## config.mk

```make
export PLATFORM = sky130hd
export DESIGN_NAME = tx_word_builder
export DESIGN_NICKNAME = d
export VERILOG_FILES = /design/src/design/tlk2711_pkg.sv /design/src/design/tx_word_builder.sv
export SDC_FILE = /design/constraint.sdc
export NUM_CORES = 1
export LEC_CHECK = 0
export BUFFER_PORTS_ARGS = -buffer_cell sky130_fd_sc_hd__buf_2
export CAP_MARGIN = 15
export CORE_MARGIN = 8
export CORE_UTILIZATION = 55
export DETAILED_ROUTE_END_ITERATION = 6
export PLACE_DENSITY = 0.85
export SETUP_SLACK_MARGIN = 0.15
export SLEW_MARGIN = 20
export SYNTH_ARGS = -nofsm -noshare
export SYNTH_HDL_FRONTEND = slang
export SYNTH_SLANG_ARGS = --single-unit
```

## constraint.sdc

```tcl
create_clock -name clk -period 8.06 [get_ports clk]
set_clock_uncertainty 0.1 [all_clocks]
set_input_delay 1.612 -clock clk [delete_from_list [all_inputs] [get_ports clk]]
set_output_delay 1.612 -clock clk [all_outputs]
set_load 0.005 [all_outputs]
```

## src/design/tlk2711_pkg.sv

```systemverilog
package tlk2711_pkg;

    //////////////////////////////////////////////////
    // lane code words
    //////////////////////////////////////////////////

    // {D5.6, K28.5}
    localparam logic [15:0] COMMA_WORD = 16'hC5BC;
    // {K28.2, K27.7}
    localparam logic [15:0] SOF_WORD   = 16'h5CFB;
    // {K29.7, K30.7}
    localparam logic [15:0] EOF_WORD   = 16'hFDFE;

    localparam logic [15:0] HEAD_0     = 16'hEB90;
    localparam logic [15:0] HEAD_1     = 16'hE116;
    localparam logic [7:0]  TX_IND     = 8'h81;
    localparam logic [7:0]  FILE_END   = 8'h01;
    localparam logic [3:0]  SWEEP_CODE = 4'h1;

    //////////////////////////////////////////////////
    // frame and buffer sizes
    //////////////////////////////////////////////////

    localparam logic [15:0] SYNC_WORDS      = 16'd6;
    localparam logic [19:0] BACKWARD_WORDS  = 20'd257;
    localparam int          FIFO_ENTRIES    = 128;
    localparam int          FIFO_AW         = $clog2(FIFO_ENTRIES);
    localparam int          MAX_FRAME_BYTES = 512;

    // tx mode codes
    // any other code keeps the sequencer idle
    localparam logic [2:0]  MODE_NORMAL = 3'd0;
    localparam logic [2:0]  MODE_SWEEP  = 3'd3;

    typedef enum logic [3:0] {
        IDLE, SYNC, SOF, HEAD, FILE_SIGN, FRAME_NUM,
        LENGTH, DATA, CHECKSUM, EOF, GAP, INTERRUPT
    } tx_state_t;

    typedef struct packed {
        logic [7:0] type_byte;
        logic [7:0] end_byte;
    } sign_norm_t;

    typedef struct packed {
        logic       rsvd_hi;
        logic       file_end;
        logic       rsvd_lo;
        logic       channel;
        logic [3:0] code;
        logic [7:0] frame_hi;
    } sign_sweep_t;

    // file-sign word in its normal and sweep layouts
    typedef union packed {
        sign_norm_t  norm;
        sign_sweep_t sweep;
    } file_sign_t;

endpackage

```

## src/design/tx_word_builder.sv

```systemverilog
`timescale 1ns/1ps

module tx_word_builder (
    input  logic                   clk,
    input  logic                   i_soft_reset,
    input  tlk2711_pkg::tx_state_t i_state,
    input  logic                   i_head_sel,
    input  logic [23:0]            i_frame_num,
    input  logic [15:0]            i_valid_len,
    input  logic                   i_last_frame,
    input  logic [2:0]             i_tx_mode,
    input  logic                   i_channel_id,
    input  logic [15:0]            i_rd_word,
    output logic [15:0]            o_2711_txd,
    output logic                   o_2711_tkmsb,
    output logic                   o_2711_tklsb
);
    import tlk2711_pkg::*;

    file_sign_t  sign;
    logic [15:0] word;
    logic [1:0]  kflags;
    logic [15:0] checksum;

    always_comb begin
        sign = '0;
        if (i_tx_mode == MODE_SWEEP) begin
            sign.sweep.file_end = i_last_frame;
            sign.sweep.channel  = i_channel_id;
            sign.sweep.code     = SWEEP_CODE;
            sign.sweep.frame_hi = i_frame_num[23:16];
        end else begin
            sign.norm.type_byte = TX_IND;
            sign.norm.end_byte  = i_last_frame ? FILE_END : 8'h00;
        end
    end

    // kflags is {msb, lsb}
    always_comb begin
        word   = COMMA_WORD;
        kflags = 2'b00;
        case (i_state)
            SOF: begin
                word   = SOF_WORD;
                kflags = 2'b11;
            end
            HEAD:      word = i_head_sel ? HEAD_1 : HEAD_0;
            FILE_SIGN: word = sign;
            FRAME_NUM: word = i_frame_num[15:0];
            LENGTH:    word = i_valid_len;
            DATA:      word = i_rd_word;
            CHECKSUM:  word = checksum;
            EOF: begin
                word   = EOF_WORD;
                kflags = 2'b11;
            end
            default:   kflags = 2'b01;
        endcase
    end

    //////////////////////////////////////////////////
    // checksum and lane registers
    //////////////////////////////////////////////////

    always_ff @(posedge clk) begin
        if (i_soft_reset) begin
            checksum     <= 16'd0;
            o_2711_txd   <= COMMA_WORD;
            o_2711_tkmsb <= 1'b0;
            o_2711_tklsb <= 1'b1;
        end else begin
            if (i_state == SOF) begin
                checksum <= 16'd0;
            end else if (i_state inside {FILE_SIGN, FRAME_NUM, LENGTH, DATA}) begin
                checksum <= checksum + word;
            end
            o_2711_txd   <= word;
            o_2711_tkmsb <= kflags[1];
            o_2711_tklsb <= kflags[0];
        end
    end

endmodule

```

# --- Yosys cells after proc, flatten, opt, wreduce, memory -nomap -nowiden ---
# Index checks and enable logic that the tools add are counted.
word_totals:
  wordCells: 25
  reg_bits: 34
  n_memories: 0
  input_bits: 68
  mem_bits_ro: 0
  ram_bits: 0
  latch_bits: 0
  output_inout_bits: 18
op_classes:
  order_cmp: 0
  div: 0
  muxes: 7
  reduce_logical: 4
  eq_ne: 9
  bitwise: 0
  shifts: 0
  addsub: 1
  mul: 0
ops:
  columns: ["cell", "n"]
  rows:
  - ["16-bit one-hot mux with 8 select lines", 1]
  - ["16-bit adder", 1]
  - ["4-bit by 3-bit equality test with 1-bit output, second input constant", 4]
  - ["13-bit two-way mux", 1]
  - ["12-bit two-way mux", 1]
  - ["4-bit by 2-bit equality test with 1-bit output, second input constant", 2]
  - ["4-bit equality test, second input constant", 2]
  - ["6-bit OR reduction", 1]
  - ["2-bit one-hot mux with 2 select lines", 1]
  - ["4-bit nonzero test", 1]
  - ["2-bit OR reduction", 2]
  - ["3-bit by 2-bit equality test with 1-bit output, second input constant", 1]
  - ["1-bit two-way mux", 3]

# --- Depth between registers and ports, before layout ---
logic_depth:
  word_depth: 4
  depth_mapped: 16

# --- Worst setup path after synthesis ---
# Ideal clock, no wire load.
synth_timing:
  kind: "input -> register"
  startpoint: "input i_state[1]"
  endpoint: "register checksum[14]"
  n_path_buf: 3
  slack_ns: 3.701
  stages: 14
  setup_time_ns: 0.062
  arrival_ns: 4.196
  cell_sequence: "buf_2 buf_2 clkbuf_1 o31ai_1 o311ai_1 a21oi_1 nand2_1 ha_1 nor2b_1 o31a_1 o21bai_1 a211oi_1 or3_1 nand3_1"
synth_between:
  elab_chain_cells: 3
synth_rtl:
  columns: ["item", "line", "text"]
  rows:
  - ["start: declaration", "tx_word_builder.sv:6", "input tlk2711_pkg::tx_state_t i_state,"]
  - ["4-bit equality test, or another cell as far along", "tx_word_builder.sv:42", "case (i_state)"]
  - ["16-bit one-hot mux with 8 select lines (*)", "tx_word_builder.sv:42", null]
  - ["via word[2]", "tx_word_builder.sv:21", "logic [15:0] word;"]
  - ["16-bit adder (*)", "tx_word_builder.sv:75", "checksum <= checksum + word;"]
  - ["end signal: assignment", "tx_word_builder.sv:75", null]
  - ["end: declaration", "tx_word_builder.sv:23", "logic [15:0] checksum;"]
# Mark *: on every way through the listed nets, which the timed path passes. The rest lies on a longest branch.
# A chain may end at the register's enable or synchronous reset.

# --- Worst setup path after layout ---
layout_timing:
  startpoint: "input i_state[2]"
  endpoint: "register checksum[12]"
# Same word-level chain as after synthesis.

==> impl_metrics.py <==
metrics = {
    "run_status": {
        "outcome": "finished, final reports clean",
    },
    "die": {
        "die_area_um2": 7424,
        "fp.coreArea_um2": 4723,
        "die_w_um": 86.17,
        "fp.dieH_um": 86.17,
        "rows": 25,
        "ios": 86,
        "start_util_pct": 57.32,
    },
    "logic_synthesis": {
        "yosysSeqAreaShare_pct": 25.14,
        "yosysUniqueCellTypes": 57,
        "yosysWarnings": 0,
        "synth_edf_count": 0,
        "syn_inst": 359,
        "yosys-top-cells-count": "34 x dfxtp_1, 33 x a21oi_1, 32 x nand2_1",
        "synthMostInstantiatedCell": "dfxtp_1",
        "synthFlopType": "dfxtp_1",
        "yosys.area.top_type_share_pct": 25.14,
        "async_reset_ff_share_pct": 0,
        "synthesis.area_per_instance_um2": 7.542,
        "netlist_area_um2": 2708,
        "synth_seq_cells": 34,
        "yosysTopAreaCell": "dfxtp_1",
        "synth.area.top_cells": "dfxtp_1 25%, ha_1 6.9%, a21oi_1 6.1%",
        "syn-num-nets": 443,
    },
    "global_routing": {
        "grt_pass1_vias": 2997,
        "track_usage_pct": 23.79,
        "gr-total-overflow": 0,
        "grt_max_degree": 40,
        "antenna_found_initial": 0,
        "grt_pass1_wl_um": 14340,
    },
    "cts": {
        "cts_root_buf": "clkbuf_8",
        "postCtsHoldBufs": 0,
        "cts_setup_buffers": 0,
        "clock_path_buffers": 2,
        "cts_buffers": 5,
        "clock_latency_ps": 290,
        "h-tree-depth": 2,
        "cts.reportedPaths.clkPinSlew_ps": 70,
        "cts_resized": 0,
        "cts_tree": "built",
        "cts.sinks": 34,
    },
    "critical_path": {
        "cp.required_ps": 8190,
        "rrSetupSlack_ps": 4920,
        "crit_path_end_kind": "flip-flop",
        "path_class": "in -> reg",
        "startpoint_type": "input port",
        "cp_max_fo": 24,
        "cp.arrival_ps": 5460,
    },
    "pwr": {
        "p_leak_nw": 1.486,
        "p_comb_share_pct": 30.5,
        "irDropWorstVdd_mv": 0.08057,
        "p_switching_uw": 157.6,
        "power_frac_seq_pct": 38.3,
        "p_per_area_nw_per_um2": 150.8,
        "intPower_uw": 328.7,
        "power.share.switching_pct": 32.41,
        "p_clk_share_pct": 31.2,
        "p_total_uw": 486.3,
    },
    "sta": {
        "worst_pin_slew_ps": 991.0,
        "hold_viol": 0,
        "drv_slew": 0,
        "fin_crit_ps": 5334,
        "max_freq_ghz": 0.1875,
        "slew_headroom_pct": 33.94,
        "setup_violations": 0,
        "finalSetupTns_ps": 0,
        "rsz0062_at_grt": "false",
        "hold_slack_ps": 393.4,
        "fin_crit_sh_pct": 66.17,
    },
    "drt": {
        "ant_nets": 0,
        "dr.first_iter.drc_count": 338,
        "drc": 0,
        "drt-pass1-iter-count": 6,
        "drt-vias-per-instance": 6.279,
        "vias": 3108,
        "avgRoutedWirePerCell_um": 18.20,
        "wl_um": 9009,
    },
    "finish": {
        "syn2layout_area_growth_pct": 19.08,
        "multi_input_area_um2": 1861,
        "antennaDiodeCount": 0,
        "fill_cells": 422,
        "seqCellArea_um2": 680.7,
        "drive_gt1_share_pct": 24.07,
        "nNetsFinal": 511,
    },
    "min_path": {
        "hold_class": "reg -> reg",
    },
    "placed_design": {
        "gp_congestion": 0.9675,
        "dp_hpwl_um": 6820,
        "io_buffers": 85,
    },
    "run": {
        "cap_viol_max_count": 0,
    },
}
==> sequential cells by signal, indices dropped and copies added (netlist names) <==
signal and cells:
o_2711_tkmsb 1, o_2711_tklsb 1, checksum 16, o_2711_txd 16
==> worst paths after layout <==
kind	from	cells after the start	endpoint
worst max-delay path	i_state[2]	13	checksum[12]$_SDFFE_PP0P_
worst max register to register	checksum[2]$_SDFFE_PP0P_	11	checksum[12]$_SDFFE_PP0P_
worst min-delay path	checksum[3]$_SDFFE_PP0P_	2	checksum[3]$_SDFFE_PP0P_
worst min register to register	checksum[3]$_SDFFE_PP0P_	2	checksum[3]$_SDFFE_PP0P_
==> layout by cell type, fill, tap and decap left out, types with 4 or more instances in the layout <==
cell type,instances
a32oi_1,6
mux2i_1,8
o21a_1,4
dfxtp_1,34
a22oi_1,5
mux2_2,6
a21oi_1,33
nor2b_1,6
a21o_1,13
a211oi_1,8
and2_1,6
o21ai_1,4
o21ai_0,17
nand3_1,17
clkbuf_8,8
inv_1,13
nand2_1,32
buf_2,85
nor3_1,9
nor2_1,28
o22ai_1,4
nand2b_1,11
ha_1,15
==> cells by family after synthesis <==
kind of cell	count (synthesis)	share of synthesized area, %
flops	34	25.14
fa+ha+maj	16	7.671
simple gates	129	24.03
mux	16	6.285
buf+inv	39	6.146
xor+xnor	5	1.618
compound gates	120	29.11
==> area by class of cell <==
type	instances	area share, %
flip-flops and latches	34	21.11
clock buffers	8	3.415
repair buffers	87	13.66
well taps	67	2.600
multi-input cells	286	57.70
inverters	13	1.513
==> layer usage <==
layer / part of all wire (%) / wire length (µm) / up-vias / track usage, %
met4: 4.3 / 390 / 0 / 13.69
met3: 13 / 1210 / 42 / 6.877
met2: 44 / 4000 / 221 / 37.79
li1: - / - / 1457 / -
met5: 0 / 0 / - / 0
met1: 38 / 3406 / 1388 / 27.79
==> worst max-delay path: stages <==
cell and delay [ps]:
buf_2 340, nand2b_1 450, buf_4 370, nor4_2 610, a21oi_1 190, nand2_1 130, ha_1 280, nor2b_1 170
o31a_1 270, o21bai_1 370, a211oi_1 190, or3_1 370, nand3_1 80
==> power groups by stage <==
stage	clock [mW]	combinational, mW	sequential (mW)
final	0.152	0.148	0.186
after global routing	0.159	0.163	0.187
after floorplan	0	0.100	0.188
after CTS	0.153	0.145	0.186
after global placement	0	0.142	0.189
after detailed placement	0	0.144	0.189
==> stage by stage <==
| step | utilization (%) | setup slack, ps | instance area (µm²) | instances |
|---|---|---|---|---|
| 2_1_floorplan | - | 3701 | 2708 | 359 |
| 3_3_place_gp | 65.93 | 2643 | 3114 | 487 |
| 3_5_place_dp | 65.93 | 2588 | 3114 | 487 |
| 4_1_cts | 68.26 | 2882 | 3224 | 495 |
| 5_1_grt | 68.26 | 2512 | 3224 | 495 |
| 6_report | 68.26 | 2726 | 3224 | 495 |
No activity file was read; power rests on OpenSTA's default activity.
