==> src/design/tlk2711_pkg.sv <==
package tlk2711_pkg;

    //////////////////////////////////////////////////
    // lane code words
    //////////////////////////////////////////////////

    // {D5.6, K28.5}
    localparam logic [15:0] COMMA_WORD = 16'hC5BC;
    // {K28.2, K27.7}
    localparam logic [15:0] SOF_WORD   = 16'h5CFB;
    // {K29.7, K30.7}
    localparam logic [15:0] EOF_WORD   = 16'hFDFE;

    localparam logic [15:0] HEAD_0     = 16'hEB90;
    localparam logic [15:0] HEAD_1     = 16'hE116;
    localparam logic [7:0]  TX_IND     = 8'h81;
    localparam logic [7:0]  FILE_END   = 8'h01;
    localparam logic [3:0]  SWEEP_CODE = 4'h1;

    //////////////////////////////////////////////////
    // frame and buffer sizes
    //////////////////////////////////////////////////

    localparam logic [15:0] SYNC_WORDS      = 16'd6;
    localparam logic [19:0] BACKWARD_WORDS  = 20'd257;
    localparam int          FIFO_ENTRIES    = 128;
    localparam int          FIFO_AW         = $clog2(FIFO_ENTRIES);
    localparam int          MAX_FRAME_BYTES = 512;

    // tx mode codes
    // any other code keeps the sequencer idle
    localparam logic [2:0]  MODE_NORMAL = 3'd0;
    localparam logic [2:0]  MODE_SWEEP  = 3'd3;

    typedef enum logic [3:0] {
        IDLE, SYNC, SOF, HEAD, FILE_SIGN, FRAME_NUM,
        LENGTH, DATA, CHECKSUM, EOF, GAP, INTERRUPT
    } tx_state_t;

    typedef struct packed {
        logic [7:0] type_byte;
        logic [7:0] end_byte;
    } sign_norm_t;

    typedef struct packed {
        logic       rsvd_hi;
        logic       file_end;
        logic       rsvd_lo;
        logic       channel;
        logic [3:0] code;
        logic [7:0] frame_hi;
    } sign_sweep_t;

    // file-sign word in its normal and sweep layouts
    typedef union packed {
        sign_norm_t  norm;
        sign_sweep_t sweep;
    } file_sign_t;

endpackage

==> src/design/tx_frame_fsm.sv <==
`timescale 1ns/1ps

module tx_frame_fsm (
    input  logic                   clk,
    input  logic                   i_soft_reset,
    input  logic                   i_tx_start,
    input  logic [2:0]             i_tx_mode,
    input  logic [15:0]            i_tx_packet_body,
    input  logic [15:0]            i_tx_packet_tail,
    input  logic [23:0]            i_tx_body_num,
    input  logic [19:0]            i_backward_cycle_num,
    input  logic [15:0]            i_tx_intr_width,
    input  logic [9:0]             i_level,
    output logic                   o_rd_en,
    output tlk2711_pkg::tx_state_t o_state,
    output logic                   o_head_sel,
    output logic [23:0]            o_frame_num,
    output logic [15:0]            o_valid_len,
    output logic                   o_last_frame,
    output logic [2:0]             o_tx_mode,
    output logic                   o_channel_id,
    output logic                   o_tx_interrupt
);
    import tlk2711_pkg::*;

    tx_state_t   state;
    logic        start_pending;
    logic        tail_sent;
    logic        channel_id;
    logic [19:0] word_cnt;
    logic [23:0] frame_cnt;

    // configuration captured by the start pulse
    logic [2:0]  mode_q;
    logic [15:0] body_q;
    logic [15:0] tail_q;
    logic [23:0] body_num_q;
    logic [19:0] backward_q;
    logic [15:0] intr_q;

    logic        mode_ok;
    logic [15:0] need_words;
    logic        payload_ready;
    logic [19:0] gap_len;
    logic        gap_done;
    logic        data_done;
    logic        intr_done;

    always_ff @(posedge clk) begin
        if (i_tx_start) begin
            mode_q     <= i_tx_mode;
            body_q     <= i_tx_packet_body;
            tail_q     <= i_tx_packet_tail;
            body_num_q <= i_tx_body_num;
            backward_q <= i_backward_cycle_num;
            intr_q     <= i_tx_intr_width;
        end
    end

    assign mode_ok       = (mode_q == MODE_NORMAL) || (mode_q == MODE_SWEEP);
    // frame_cnt already points at the next frame outside a frame
    assign need_words    = {1'b0, o_valid_len[15:1]};
    assign payload_ready = {6'd0, i_level} >= need_words;
    assign gap_len       = (mode_q == MODE_SWEEP) ? backward_q : BACKWARD_WORDS;
    assign gap_done      = (word_cnt + 20'd1) >= gap_len;
    assign data_done     = (word_cnt + 20'd1) == {4'd0, need_words};
    assign intr_done     = (word_cnt + 20'd1) >= {4'd0, intr_q};

    //////////////////////////////////////////////////
    // sequencer
    //////////////////////////////////////////////////

    always_ff @(posedge clk) begin
        if (i_soft_reset) begin
            state         <= IDLE;
            start_pending <= 1'b0;
            tail_sent     <= 1'b0;
            channel_id    <= 1'b0;
            word_cnt      <= 20'd0;
            frame_cnt     <= 24'd0;
        end else begin
            case (state)
                IDLE: begin
                    if (start_pending && mode_ok && payload_ready) begin
                        state         <= SYNC;
                        start_pending <= 1'b0;
                        channel_id    <= 1'b0;
                        word_cnt      <= 20'd0;
                    end
                end
                SYNC: begin
                    word_cnt <= word_cnt + 20'd1;
                    if (word_cnt == {4'd0, SYNC_WORDS} - 20'd1) begin
                        state <= SOF;
                    end
                end
                SOF: begin
                    word_cnt <= 20'd0;
                    state    <= HEAD;
                end
                // word_cnt[0] picks the header word
                HEAD: begin
                    word_cnt <= word_cnt + 20'd1;
                    if (word_cnt[0]) begin
                        state <= FILE_SIGN;
                    end
                end
                FILE_SIGN: begin
                    if (mode_q == MODE_SWEEP) begin
                        channel_id <= ~channel_id;
                    end
                    state <= FRAME_NUM;
                end
                FRAME_NUM: state <= LENGTH;
                LENGTH: begin
                    word_cnt <= 20'd0;
                    state    <= (need_words == 16'd0) ? CHECKSUM : DATA;
                end
                DATA: begin
                    word_cnt <= word_cnt + 20'd1;
                    if (data_done) begin
                        state <= CHECKSUM;
                    end
                end
                CHECKSUM: state <= EOF;
                EOF: begin
                    word_cnt <= 20'd0;
                    if (o_last_frame) begin
                        frame_cnt <= 24'd0;
                        tail_sent <= 1'b1;
                    end else begin
                        frame_cnt <= frame_cnt + 24'd1;
                    end
                    state <= GAP;
                end
                // holds here with comma words until the next payload is buffered
                GAP: begin
                    if (!gap_done) begin
                        word_cnt <= word_cnt + 20'd1;
                    end else if (tail_sent) begin
                        word_cnt  <= 20'd0;
                        tail_sent <= 1'b0;
                        state     <= INTERRUPT;
                    end else if (payload_ready) begin
                        state <= SOF;
                    end
                end
                INTERRUPT: begin
                    word_cnt <= word_cnt + 20'd1;
                    if (intr_done) begin
                        state <= IDLE;
                    end
                end
                default: state <= IDLE;
            endcase
            if (i_tx_start) begin
                start_pending <= 1'b1;
            end
        end
    end

    assign o_state        = state;
    assign o_rd_en        = (state == DATA);
    assign o_head_sel     = word_cnt[0];
    assign o_frame_num    = frame_cnt;
    assign o_last_frame   = (frame_cnt == body_num_q);
    assign o_valid_len    = o_last_frame ? tail_q : body_q;
    assign o_tx_mode      = mode_q;
    assign o_channel_id   = channel_id;
    assign o_tx_interrupt = (state == INTERRUPT);

endmodule

==> config.mk <==
export PLATFORM = sky130hd
export DESIGN_NAME = tx_frame_fsm
export DESIGN_NICKNAME = d
export VERILOG_FILES = /design/src/design/tlk2711_pkg.sv /design/src/design/tx_frame_fsm.sv
export SDC_FILE = /design/constraint.sdc
export NUM_CORES = 1
export LEC_CHECK = 0
export ABC_AREA = 1
export BUFFER_PORTS_ARGS = -buffer_cell sky130_fd_sc_hd__buf_4
export CAP_MARGIN = 20
export CORE_MARGIN = 4
export CORE_UTILIZATION = 50
export CTS_CLUSTER_SIZE = 25
export DETAILED_ROUTE_END_ITERATION = 8
export HOLD_SLACK_MARGIN = 0.08
export PLACE_DENSITY = 0.72
export SETUP_SLACK_MARGIN = 0.2
export SLEW_MARGIN = 20
export SYNTH_ARGS = -nofsm -noshare
export SYNTH_HDL_FRONTEND = slang
export SYNTH_SLANG_ARGS = --single-unit
==> constraint.sdc <==
create_clock -name clk -period 8.4 [get_ports clk]
set_clock_uncertainty 0.1 [all_clocks]
set_input_delay 1.68 -clock clk [delete_from_list [all_inputs] [get_ports clk]]
set_output_delay 1.68 -clock clk [all_outputs]
set_load 0.02 [all_outputs]
---- Word-level counts from Yosys, hierarchy flattened ----
Cells that the tools add are included.
word-level totals
  register bits ........................... 146
  input port bits ......................... 108
  output and inout bits ................... 52
  logic and storage cells ................. 86
operators by class
  $add $sub $neg .......................... 2
  $lt $le $gt $ge ......................... 3
  equality and inequality tests ........... 25
  mux-type cells .......................... 25
  bitwise operators ....................... 1
  reduce and logical (&&, ||, !) cells .... 18
operators with widths
  cell                   number
  $mux 20                4
  $pmux 20 s4            1
  $pmux 4 s12            1
  $mux 4                 9
  $add 24x1->24 const B  1
  $eq 24x24->1           1
  $mux 24                1
  $add 20x1->20 const B  1
  $eq 20x15->1           1
  $eq 20x3->1 const B    1
  $ge 20x16->1           1
  $ge 20x20->1           1
  $eq 4x3->1 const B     4
  $eq 4x4->1 const B     4
  $logic_not 16->1       1
  $mux 16                1
  $ge 10x15->1           1
  $ne 2x2->1 const B     6
  $reduce_and 3->1       3
  $eq 4x2->1 const B     2
  $reduce_bool 2->1      4
  $reduce_and 7->1       1
  $mux 1                 6
  $ne 3x3->1 const B     2
  other kinds (13)       16

---- Depth between registers and ports, before layout ----
Gate-level depths: netlist (run 1).
  depth in word-level cells ............... 7
  depth in mapped cells ................... 27
  mapped depth without buffers ............ 24

---- Worst setup path before layout (run 1) ----
No wires, ideal clock.
  path type ............................... flip-flop to output port
  from .................................... register frame_cnt[8], in the netlist o_frame_num[8]
  to ...................................... output port o_valid_len[8]
  data arrival time ....................... 1.795 ns
  required time ........................... 6.620 ns
  path slack .............................. 4.825 ns
  cell stages (with the launch flop) ...... 13
  buffers on the path ..................... 1
  path through ............................ dfxtp_1 -> inv_1 -> nand2_1 -> nand2_1 -> nor2_1 -> nand2_1 -> nor2_2 -> nand3_2 -> buf_6 -> inv_1 -> nand2_1 -> nand2_1 -> inv_1
between the ends
  longest elaborated chain between the ends .. 2
RTL lines
  item                    line                 RTL
  start, declared         tx_frame_fsm.sv:31   logic [23:0] frame_cnt;
  start signal, assigned  tx_frame_fsm.sv:132  frame_cnt <= frame_cnt + 24'd1;
  $eq 24x24->1            tx_frame_fsm.sv:166  assign o_last_frame = (frame_cnt == body_num_q);
  named net o_last_frame  tx_frame_fsm.sv:19   output logic o_last_frame,
  $mux 16                 tx_frame_fsm.sv:167  assign o_valid_len = o_last_frame ? tail_q : body_q;
  end, declared           tx_frame_fsm.sv:18   output logic [15:0] o_valid_len,
The timed path passes the listed nets, and every way through them passes these cells.

---- Worst setup path after layout (run 1) ----
  from .................................... register frame_cnt[12], in the netlist o_frame_num[12]
  to ...................................... output port o_valid_len[14]
between the ends
  longest elaborated chain between the ends .. 2
RTL lines
  item          line
  $eq 24x24->1  tx_frame_fsm.sv:166
  $mux 16       tx_frame_fsm.sv:167
No other way between the ends.

==> reports/qor.yml, run 1 <==
run_status:
  status: "finished clean"
synthesis:
  synth_nets: 1257
  synth_ff_type: "edfxtp_1"
  synth_enable_flop_cells: 95
  synth.most_common_cell: "nand2_1"
  synth_cells: 1104
  ys_warn_count: 0
  synth_area_um2: 8580
  synthDistinctLibCells: 43
  syn_avg_cell_area_um2: 7.77
  yosysTopAreaCellShare_pct: 33.3
  synthTopCellsByArea: "edfxtp_1 33%, nand2_1 13%, dfxtp_1 12%"
  yosysSeqAreaShare_pct: 45.2
  async_flop_share_pct: 0
  synthTopCellsByCount: "286 x nand2_1, 167 x inv_1, 118 x nor2_1"
  synth_top_area_cell: "edfxtp_1"
  ys_ff_latch: 146
layout:
  syn2layout_area_growth_pct: 23.6
  seqCellArea_um2: 3870
  multi_input_area_um2: 3880
  antenna_cells: 0
  fillerInstances: 1512
  fin_nets: 1415
  drive_gt1_share_pct: 18.4
  fin_cells: 1495
  final_util_pct: 63.5
timing:
  min_period_over_period_pct: 61.4
  tns_ps: 0
  max_clock_freq_mhz: 194
  fin_crit_ps: 5160
  setup_viol: 0
  worst_pin_slew_ps: 946
  rsz0062_at_grt: "no"
  hold_viol: 0
  maxSlewViolCount: 0
  relSlewSlack_pct: 37.0
grt:
  antenna_found_initial: 0
  grt_pass1_vias: 7274
  grt_pass1_wl_mm: 37.2
  grt_max_degree: 55
  grt-ovfl-total: 0
  grtUsageTotal_pct: 24.1
setup_path:
  worstSetupStartpointType: "flip-flop"
  r2r_end: "word_cnt[14]"
  end_kind: "primary output"
  ff2ff_path_depth: 21
  r2r_slack_ps: 3780
  crit_arrival_ps: 3380
  worst_ep_required_time_ps: 6620
  rr_startpoint: "o_frame_num[12]"
  critPathMaxFanout: 26
  path_class: "reg2out"
min_path:
  whs_endpoint: "start_pending"
  holdPathStages: 2
  hp-class: "reg2reg"
  hp-start: "start_pending"
power:
  clkPwrFrac_pct: 33.1
  max-vdd-ir-drop_uv: 163
  seq_power_share_pct: 36.0
  internal_power_mw: 1.67
  combPwrFrac_pct: 31.0
  swShare_pct: 35.1
  netSwitchingPower_uw: 903
  p_leak_nw: 5.01
  power_density_nw_per_um2: 243
  power_mw: 2.58
clock_tree:
  hold_buffers: 0
  clkLatencyLatePin_ps: 430
  post_cts_resize_count: 0
  cts_buffers: 17
  cts_tree: "built"
  clk_pin_slew_ps: 60
  cts_setup_buffers: 0
  htree_num_levels: 4
  cts_root_buffer: "clkbuf_16"
  cts.sinks: 146
  clockBufferDepth: 2
die:
  std_cell_rows: 47
  start_util_pct: 51.4
  design.portCount: 160
  die-height_um: 139
  dieArea_um2: 19300
  die_w_um: 139
  core-area_um2: 16700
detailed_routing:
  drtIter0Drc: 654
  wl_per_cell_um: 15.7
  wl_mm: 23.4
  viasPerCell: 5.16
  drt.antenna.violating_nets: 0
  dr.pass1.iters: 5
  vias: 7714
  route.detailed.drc: 0
placement:
  portBuffers: 159
  routabilityCongestion: 0.957
  dpl.cell_count: 1463
  hpwl_mm: 17.9
job:
  drv_cap: 0
-- cell usage in the layout, fill, tap and decap left out, types with 2 or more instances in the layout --
cell | Yosys | routed
edfxtp_1 | 95 | 95
or2_2 | 2 | 2
xor2_1 | 19 | 19
o21ai_0 | 15 | 15
inv_1 | 167 | 167
nand3_1 | 106 | 106
nand2_2 | 5 | 5
nor3_2 | 4 | 4
clkinv_4 | 0 | 4
nand3b_1 | 5 | 5
nor3_1 | 26 | 26
nand3_2 | 2 | 2
dfxtp_1 | 51 | 51
a21oi_1 | 50 | 50
inv_2 | 16 | 16
a221oi_1 | 3 | 3
o21a_1 | 3 | 3
clkbuf_16 | 0 | 17
nor4_1 | 11 | 11
nand2_1 | 286 | 286
bufinv_16 | 0 | 5
buf_4 | 2 | 164
nor3b_1 | 7 | 7
o21ai_1 | 3 | 3
ha_1 | 45 | 45
xnor2_1 | 3 | 3
o21bai_1 | 2 | 2
inv_8 | 0 | 2
nand4_1 | 13 | 13
a211oi_1 | 5 | 5
nor2_2 | 5 | 6
nor2_1 | 118 | 117
-- final cells by class --
cell class,instances,share of cell area [%]
multi-input cells,750,36.6
well taps,220,2.60
clock buffers,18,4.05
repair buffers,164,11.6
clock inverters,14,2.16
inverters,183,6.48
flip-flops and latches,146,36.5
-- registers in the layout (all words and copies together), names as in the netlist --
| signal | cells |
|---|---|
| start_pending | 1 |
| o_state | 4 |
| body_num_q | 24 |
| tail_q | 16 |
| body_q | 16 |
| word_cnt | 20 |
| o_channel_id | 1 |
| backward_q | 20 |
| tail_sent | 1 |
| intr_q | 16 |
| o_tx_mode | 3 |
| o_frame_num | 24 |
-- layer usage --
layer / vias to the layer above / GRT usage [%] / routed length [um]
met3: 35 / 4.93 / 1610
li1: 3913 / - / -
met4: 0 / 7.93 / 546
met1: 3493 / 34.2 / 11000
met5: - / 0 / 0
met2: 273 / 37.1 / 10300
-- worst max-delay path, cell delays in order, from the launching register on --
cell and delay (ps):
dfxtp_1 410, inv_1 110, nand2_1 70, nand2_1 50, nor2_1 140, nand2_1 110, nor2_2 660, nand3_2 650
o21ai_1 500, inv_1 70, buf_4 160
-- logic make-up after synthesis --
group / count (synthesis) / share of synthesized area (%)
compound gates: 89 / 5.92
xor+xnor: 22 / 2.25
fa+ha+maj: 45 / 6.56
buf+inv: 208 / 9.80
flops: 146 / 45.2
simple gates: 594 / 30.3
-- stage by stage --
step                setup slack [ps]  hold slack, ps  area (um2)
floorplan                       4820             356        8580
global placement                3880             374        9940
detailed placement              3760             399        9940
CTS                             3250             413       10600
global route                    2930             432       10600
finish                          3240             415       10600
-- how the worst max path moves through the flow --
stage	from	endpoint	depth (start not counted)
finish	o_frame_num[12]	o_valid_len[14]	10
CTS	o_frame_num[12]	o_valid_len[14]	10
global placement	o_frame_num[13]	o_valid_len[9]	11
global route	o_frame_num[13]	o_valid_len[14]	10
floorplan	o_frame_num[8]	o_valid_len[8]	12
detailed placement	o_frame_num[13]	o_valid_len[14]	10
-- power by group through the flow --
| stage | clock, mW | sequential (mW) | combinational (mW) |
|---|---|---|---|
| after floorplan | 0 | 0.920 | 0.581 |
| after global placement | 0 | 0.937 | 0.770 |
| after detailed placement | 0 | 0.937 | 0.782 |
| after CTS | 0.863 | 0.924 | 0.790 |
| after global routing | 0.895 | 0.936 | 0.902 |
| final | 0.852 | 0.926 | 0.798 |
Power figures use the tool's default switching activity.
==> run 2: changes to the inputs <==
Settings changed: ABC_AREA 1 to 0, PLACE_DENSITY 0.72 to 0.75.
Clock period 8.4 ns to 4.35 ns, I/O delays scaled along.
==> run 2 against run 1 <==
  * First-iteration DRC count grew 11%
  * Worst hold slack got worse by 22 ps
  * Clock power rose by 65%
  * Flip-flop and latch count did not move
  * Wire length decreased by 4.1%
  * Worst setup slack got worse by 2900 ps
  * Synthesized cell count decreased by 31%
  * Sequential power grew 74%
  * Global-route usage grew 1.2 points
  * Cell area shrank 1.4%
==> reports/qor.yml, run 2 <==
placement:
  portBuffers: 159
  routabilityCongestion: 0.934
  hpwl_mm: 16.9
  dp_slack_ps: 131
timing:
  rsz0062_at_grt: "yes"
  maxSlewViolCount: 0
  timing.final.ws_setup_ps: 370
  worst_pin_slew_ps: 814
  setup_viol: 0
  min_period_over_period_pct: 91.5
  hold_viol: 0
  fin_crit_ps: 3980
  relSlewSlack_pct: 45.7
  tns_ps: 0
  max_clock_freq_mhz: 251
synthesis:
  yosysTopAreaCellShare_pct: 35.5
  async_flop_share_pct: 0
  synth_area_um2: 8030
  synth_ff_type: "edfxtp_1"
  synth_enable_flop_cells: 95
  syn_avg_cell_area_um2: 10.6
  synth_cells: 758
  synth.most_common_cell: "edfxtp_1"
  ys_ff_latch: 146
  synthTopCellsByArea: "edfxtp_1 36%, dfxtp_1 13%, ha_1 7.0%"
  synth_nets: 911
  synthTopCellsByCount: "95 x edfxtp_1, 75 x nand2_1, 52 x xor2_1"
  ys_warn_count: 0
  synthDistinctLibCells: 81
  synth_top_area_cell: "edfxtp_1"
  yosysSeqAreaShare_pct: 48.2
grt:
  grt_pass1_vias: 6799
  grt_pass1_wl_mm: 35.7
  grtUsageTotal_pct: 25.2
  grt-ovfl-total: 0
  antenna_found_initial: 0
  grt_max_degree: 41
detailed_routing:
  route.detailed.drc: 0
  viasPerCell: 5.78
  dr.pass1.iters: 5
  vias: 6892
  wl_mm: 22.5
  drt.antenna.violating_nets: 0
  wl_per_cell_um: 18.8
  drtIter0Drc: 724
die:
  core-area_um2: 15800
  start_util_pct: 50.8
  dieArea_um2: 18200
  std_cell_rows: 46
  design.portCount: 160
  die_w_um: 135
  die-height_um: 135
clock_tree:
  cts_tree: "built"
  htree_num_levels: 4
  cts_root_buffer: "clkbuf_16"
  clk_pin_slew_ps: 70
  cts.sinks: 146
  clockBufferDepth: 2
  clkLatencyLatePin_ps: 440
  cts_buffers: 17
  hold_buffers: 0
power:
  swShare_pct: 25.1
  p_leak_nw: 4.58
  seq_power_share_pct: 47.7
  power_density_nw_per_um2: 323
  clkPwrFrac_pct: 41.8
  netSwitchingPower_uw: 846
  internal_power_mw: 2.53
  max-vdd-ir-drop_uv: 307
  combPwrFrac_pct: 10.6
layout:
  fillerInstances: 1234
  multi_input_area_um2: 3930
  seqCellArea_um2: 3880
  fin_nets: 1117
  syn2layout_area_growth_pct: 30.1
  final_common_cell: "buf_4"
  antenna_cells: 0
  final_cell_mix: "216 x buf_4, 95 x edfxtp_1, 75 x nand2_1"
  drive_gt1_share_pct: 30.7
setup_path:
  crit_arrival_ps: 4220
  critPathMaxFanout: 8
  critPathMaxStageDelay_ps: 430
  slowest_stage: "nor4_2"
  worstSetupStartpointType: "flip-flop"
  path_cells: "xor2_1 -> nor4_2 -> and4_4 -> nand2_4 -> inv_4 -> mux2i_2 -> ha_1 -> and3_1 -> nand3_1 -> a21oi_1 -> a41o_1 -> a2111oi_1 -> o21ai_1 -> and3b_2 -> a211oi_1"
  end_kind: "flip-flop"
  path_class: "reg2reg"
  worst_ep_required_time_ps: 4590
min_path:
  hp-class: "reg2reg"
run_status:
  status: "finished clean"
job:
  drv_cap: 0
run 2: critical path, delay by kind of cell (launching register included):
family,cells,cell delay [ps]
DFF,1,390
and+or+nand+nor,6,1480
buffers and inverters,1,130
AOI/OAI and AO/OA,5,1100
muxes,1,250
xor gates and xnor gates,1,170
adders and majority gates,1,280
run 2: final timing paths:
kind | startpoint | end | slack [ps] | cells past startpoint
worst max-delay path | body_num_q[4] | o_state[1] | 370 | 15
worst min-delay path | start_pending | start_pending | 390 | 2
worst max register to register | body_num_q[4] | o_state[1] | 370 | 15
worst min register to register | start_pending | start_pending | 390 | 2
run 2: repair_timing:
action / in CTS / in global routing
pin swaps: 0 / 10
setup endpoints to repair: 19 / 22
buffers inserted: 0 / 4
gates resized for setup: 3 / 27
run 2: power by group through the flow:
stage	Clock, mW	Combinational (mW)	Sequential (mW)
5_1_grt	1.50	0.390	1.62
6_report	1.41	0.356	1.61
3_5_place_dp	0	0.342	1.64
4_1_cts	1.43	0.345	1.61
2_1_floorplan	0	0.162	1.62
3_3_place_gp	0	0.337	1.63
run 2: final cells by class:
type                       count  share of cell area (%)
tap                          216                    2.59
clock buffer                  19                    4.14
sequential                   146                    37.2
multi-input combinational    543                    37.6
inverter                      38                    1.39
clock inverter                13                    1.20
timing repair buffer         218                    15.9
run 2: kinds of logic (layout without fill, tap and decap cells):
group	after synthesis	in the layout	synth area share (%)
compound gates	158	158	14.4
simple gates	264	264	17.8
fa+ha+maj	46	46	7.13
mux	9	9	1.17
buf+inv	69	288	4.11
flops	146	146	48.2
xor+xnor	66	66	7.20
run 2: per-stage QoR:
| stage | util, % | hold slack [ps] | std cells | power [mW] | cell area [um2] |
|---|---|---|---|---|---|
| floorplan | - | 343 | 758 | 1.79 | 8050 |
| global placement | 61.6 | 367 | 1157 | 1.97 | 9750 |
| detailed placement | 61.6 | 376 | 1157 | 1.98 | 9750 |
| CTS | 65.2 | 390 | 1189 | 3.38 | 10300 |
| global route | 66.0 | 430 | 1193 | 3.50 | 10500 |
| finish | 66.0 | 393 | 1193 | 3.38 | 10500 |
run 2: layer usage:
metal,track usage [%],up-vias,part of all wire (%)
li1,-,3255,-
met1,33.0,3279,41
met2,40.4,311,48
met3,7.08,47,8.6
met4,8.99,0,2.7
met5,0,-,0
==> run 3: changes to the inputs <==
Settings changed: PLACE_DENSITY 0.75 to 0.73.
Clock period 4.35 ns to 3.94 ns, I/O delays scaled along.
==> run 3 against run 2 <==
  * Maximum frequency is 3.8% higher
  * Via count is 1.9% higher
  * First-iteration DRC count is 26% lower
  * Sequential share of layout area is 2.0 points lower
  * Die area stayed put
  * Cell area is 6.5% higher
  * Clock power is 7% higher
  * Register-to-register slack worse by 260 ps
  * Clock-buffer cell count is 3 higher
  * Critical endpoint is now word_cnt[14]
  * Largest cell class unchanged
  * Largest power group unchanged
==> reports/qor.yml, run 3 (synthesis gave the netlist of run 2 again) <==
setup_path:
  crit_arrival_ps: 4040
  cp.depth: 16
  critPathMaxStageDelay_ps: 380
  r2r_end: "word_cnt[14]"
  cp_num_buf_inv: 2
  ff2ff_path_depth: 16
  end_kind: "flip-flop"
  critPathMaxFanout: 15
  crit_family: "compound AO/OA/AOI/OAI gates"
  worst_ep_required_time_ps: 4150
  critical_path.startpoint: "word_cnt[0]"
  critPathCapture: "word_cnt[14]"
  worstSetupStartpointType: "flip-flop"
  r2r_slack_ps: 110
  slowest_stage: "dfxtp_4"
  path_cells: "ha_4 -> nand4_1 -> nor4b_2 -> xor2_1 -> buf_4 -> ha_4 -> a21o_1 -> a21o_1 -> a211o_1 -> a211oi_4 -> o31ai_1 -> a21oi_1 -> o32a_4 -> nor2_4 -> buf_12 -> a22o_1"
  path_class: "reg2reg"
  rr_startpoint: "word_cnt[0]"
power:
  netSwitchingPower_uw: 935
  clkPwrFrac_pct: 40.4
  seq_power_share_pct: 47.5
  internal_power_mw: 2.80
  power_density_nw_per_um2: 335
  combPwrFrac_pct: 12.2
  max-vdd-ir-drop_uv: 337
  p_leak_nw: 4.86
  swShare_pct: 25.0
clock_tree:
  clk_pin_slew_ps: 60
  cts.sinks: 146
  clockBufferDepth: 2
  clkLatencyLatePin_ps: 430
  htree_num_levels: 4
  hold_buffers: 0
  cts_tree: "built"
  cts_root_buffer: "clkbuf_16"
  cts_buffers: 17
timing:
  hold_ws_ps: 395
  worst_pin_slew_ps: 778
  fin_crit_ps: 3830
  timing.final.ws_setup_ps: 106
  setup_viol: 0
  max_clock_freq_mhz: 261
  rsz0062_at_grt: "yes"
  min_period_over_period_pct: 97.3
  hold_viol: 0
  relSlewSlack_pct: 48.0
  maxSlewViolCount: 0
layout:
  drive_gt1_share_pct: 37.7
  antenna_cells: 0
  fillerInstances: 1144
  seqCellArea_um2: 3910
  multi_input_area_um2: 4210
  postLayoutCellArea_um2: 11100
  final_cell_mix: "257 x buf_4, 95 x edfxtp_1, 74 x nand2_1"
  fin_cells: 1240
  final_util_pct: 70.3
  fin_nets: 1164
  final_common_cell: "buf_4"
  syn2layout_area_growth_pct: 38.6
detailed_routing:
  wl_mm: 23.0
  vias: 7025
  dr.pass1.iters: 5
  route.detailed.drc: 0
  drtIter0Drc: 538
  wl_per_cell_um: 18.5
  viasPerCell: 5.67
  drt.antenna.violating_nets: 0
die:
  start_util_pct: 50.8
  design.portCount: 160
  dieArea_um2: 18200
  std_cell_rows: 46
  die-height_um: 135
  die_w_um: 135
  core-area_um2: 15800
min_path:
  hp-start: "start_pending"
  hp-class: "reg2reg"
  holdPathStages: 2
placement:
  post_dp_cell_area_um2: 10100
  dpl.cell_count: 1190
  routabilityCongestion: 0.974
  hpwl_mm: 16.7
  portBuffers: 159
  dp_slack_ps: -124
grt:
  grt_busiest_layer: "met2"
  use_met2_pct: 40.7
  grtUsageMet3_pct: 6.93
  grt_pass1_vias: 6961
  gr-usage-met1_pct: 32.9
  grt_max_degree: 81
  grtUsageTotal_pct: 25.0
  antenna_found_initial: 0
  grt-ovfl-total: 0
  grt_pass1_wl_mm: 35.7
job:
  drv_cap: 0
run_status:
  status: "finished clean"
## run 3: changes by cell type in the layout (fill, tap and decap cells not counted), sizes merged
cell,delta
clkinv,+1
clkinvlp,-1
buf,+47
inv,-2
clkbuf,+3
bufinv,-1
## run 3: timing repair
item / in CTS / in global routing
gates resized for setup: 41 / 21
pin swaps: 13 / 28
setup endpoints to repair: 28 / 29
buffers inserted: 11 / 7
## run 3: worst min path at each step
stage                         end  slack [ps]
global route            intr_q[7]         420
floorplan           start_pending         340
global placement      word_cnt[0]         360
CTS                   word_cnt[0]         380
finish              start_pending         400
detailed placement    word_cnt[0]         370
## run 3: power groups by stage
stage | Sequential, mW | Clock (mW) | Combinational [mW]
2_1_floorplan | 1.79 | 0 | 0.185
3_3_place_gp | 1.80 | 0 | 0.404
3_5_place_dp | 1.80 | 0 | 0.412
4_1_cts | 1.77 | 1.53 | 0.440
5_1_grt | 1.78 | 1.60 | 0.491
6_report | 1.77 | 1.51 | 0.455
## run 3: worst register-to-register path: stages (launching register included)
cell,delay (ps)
dfxtp_4,380
ha_4,150
nand4_1,220
nor4b_2,380
xor2_1,280
buf_4,170
ha_4,200
a21o_1,180
a21o_1,180
a211o_1,310
a211oi_4,280
o31ai_1,100
a21oi_1,180
o32a_4,230
nor2_4,50
buf_12,150
a22o_1,180
## run 3: cell type report
class	count	area share, %
inverters	38	1.35
repair buffers	265	18.5
well taps	216	2.43
multi-input cells	543	37.8
clock buffers	22	4.18
flip-flops and latches	146	35.1
clock inverters	10	0.697
## run 3: through the flow
step           TNS [ps]  power [mW]
3_3_place_gp          0        2.20
4_1_cts               0        3.74
5_1_grt            -435        3.87
6_report              0        3.73
3_5_place_dp       -407        2.21
2_1_floorplan         0        1.98
## run 3: per-layer routing
layer  up-vias  routed length [um]
li1       3343                   -
met1      3344                9740
met2       296               10800
met3        42                1880
met4         0                 524
met5         -                   0
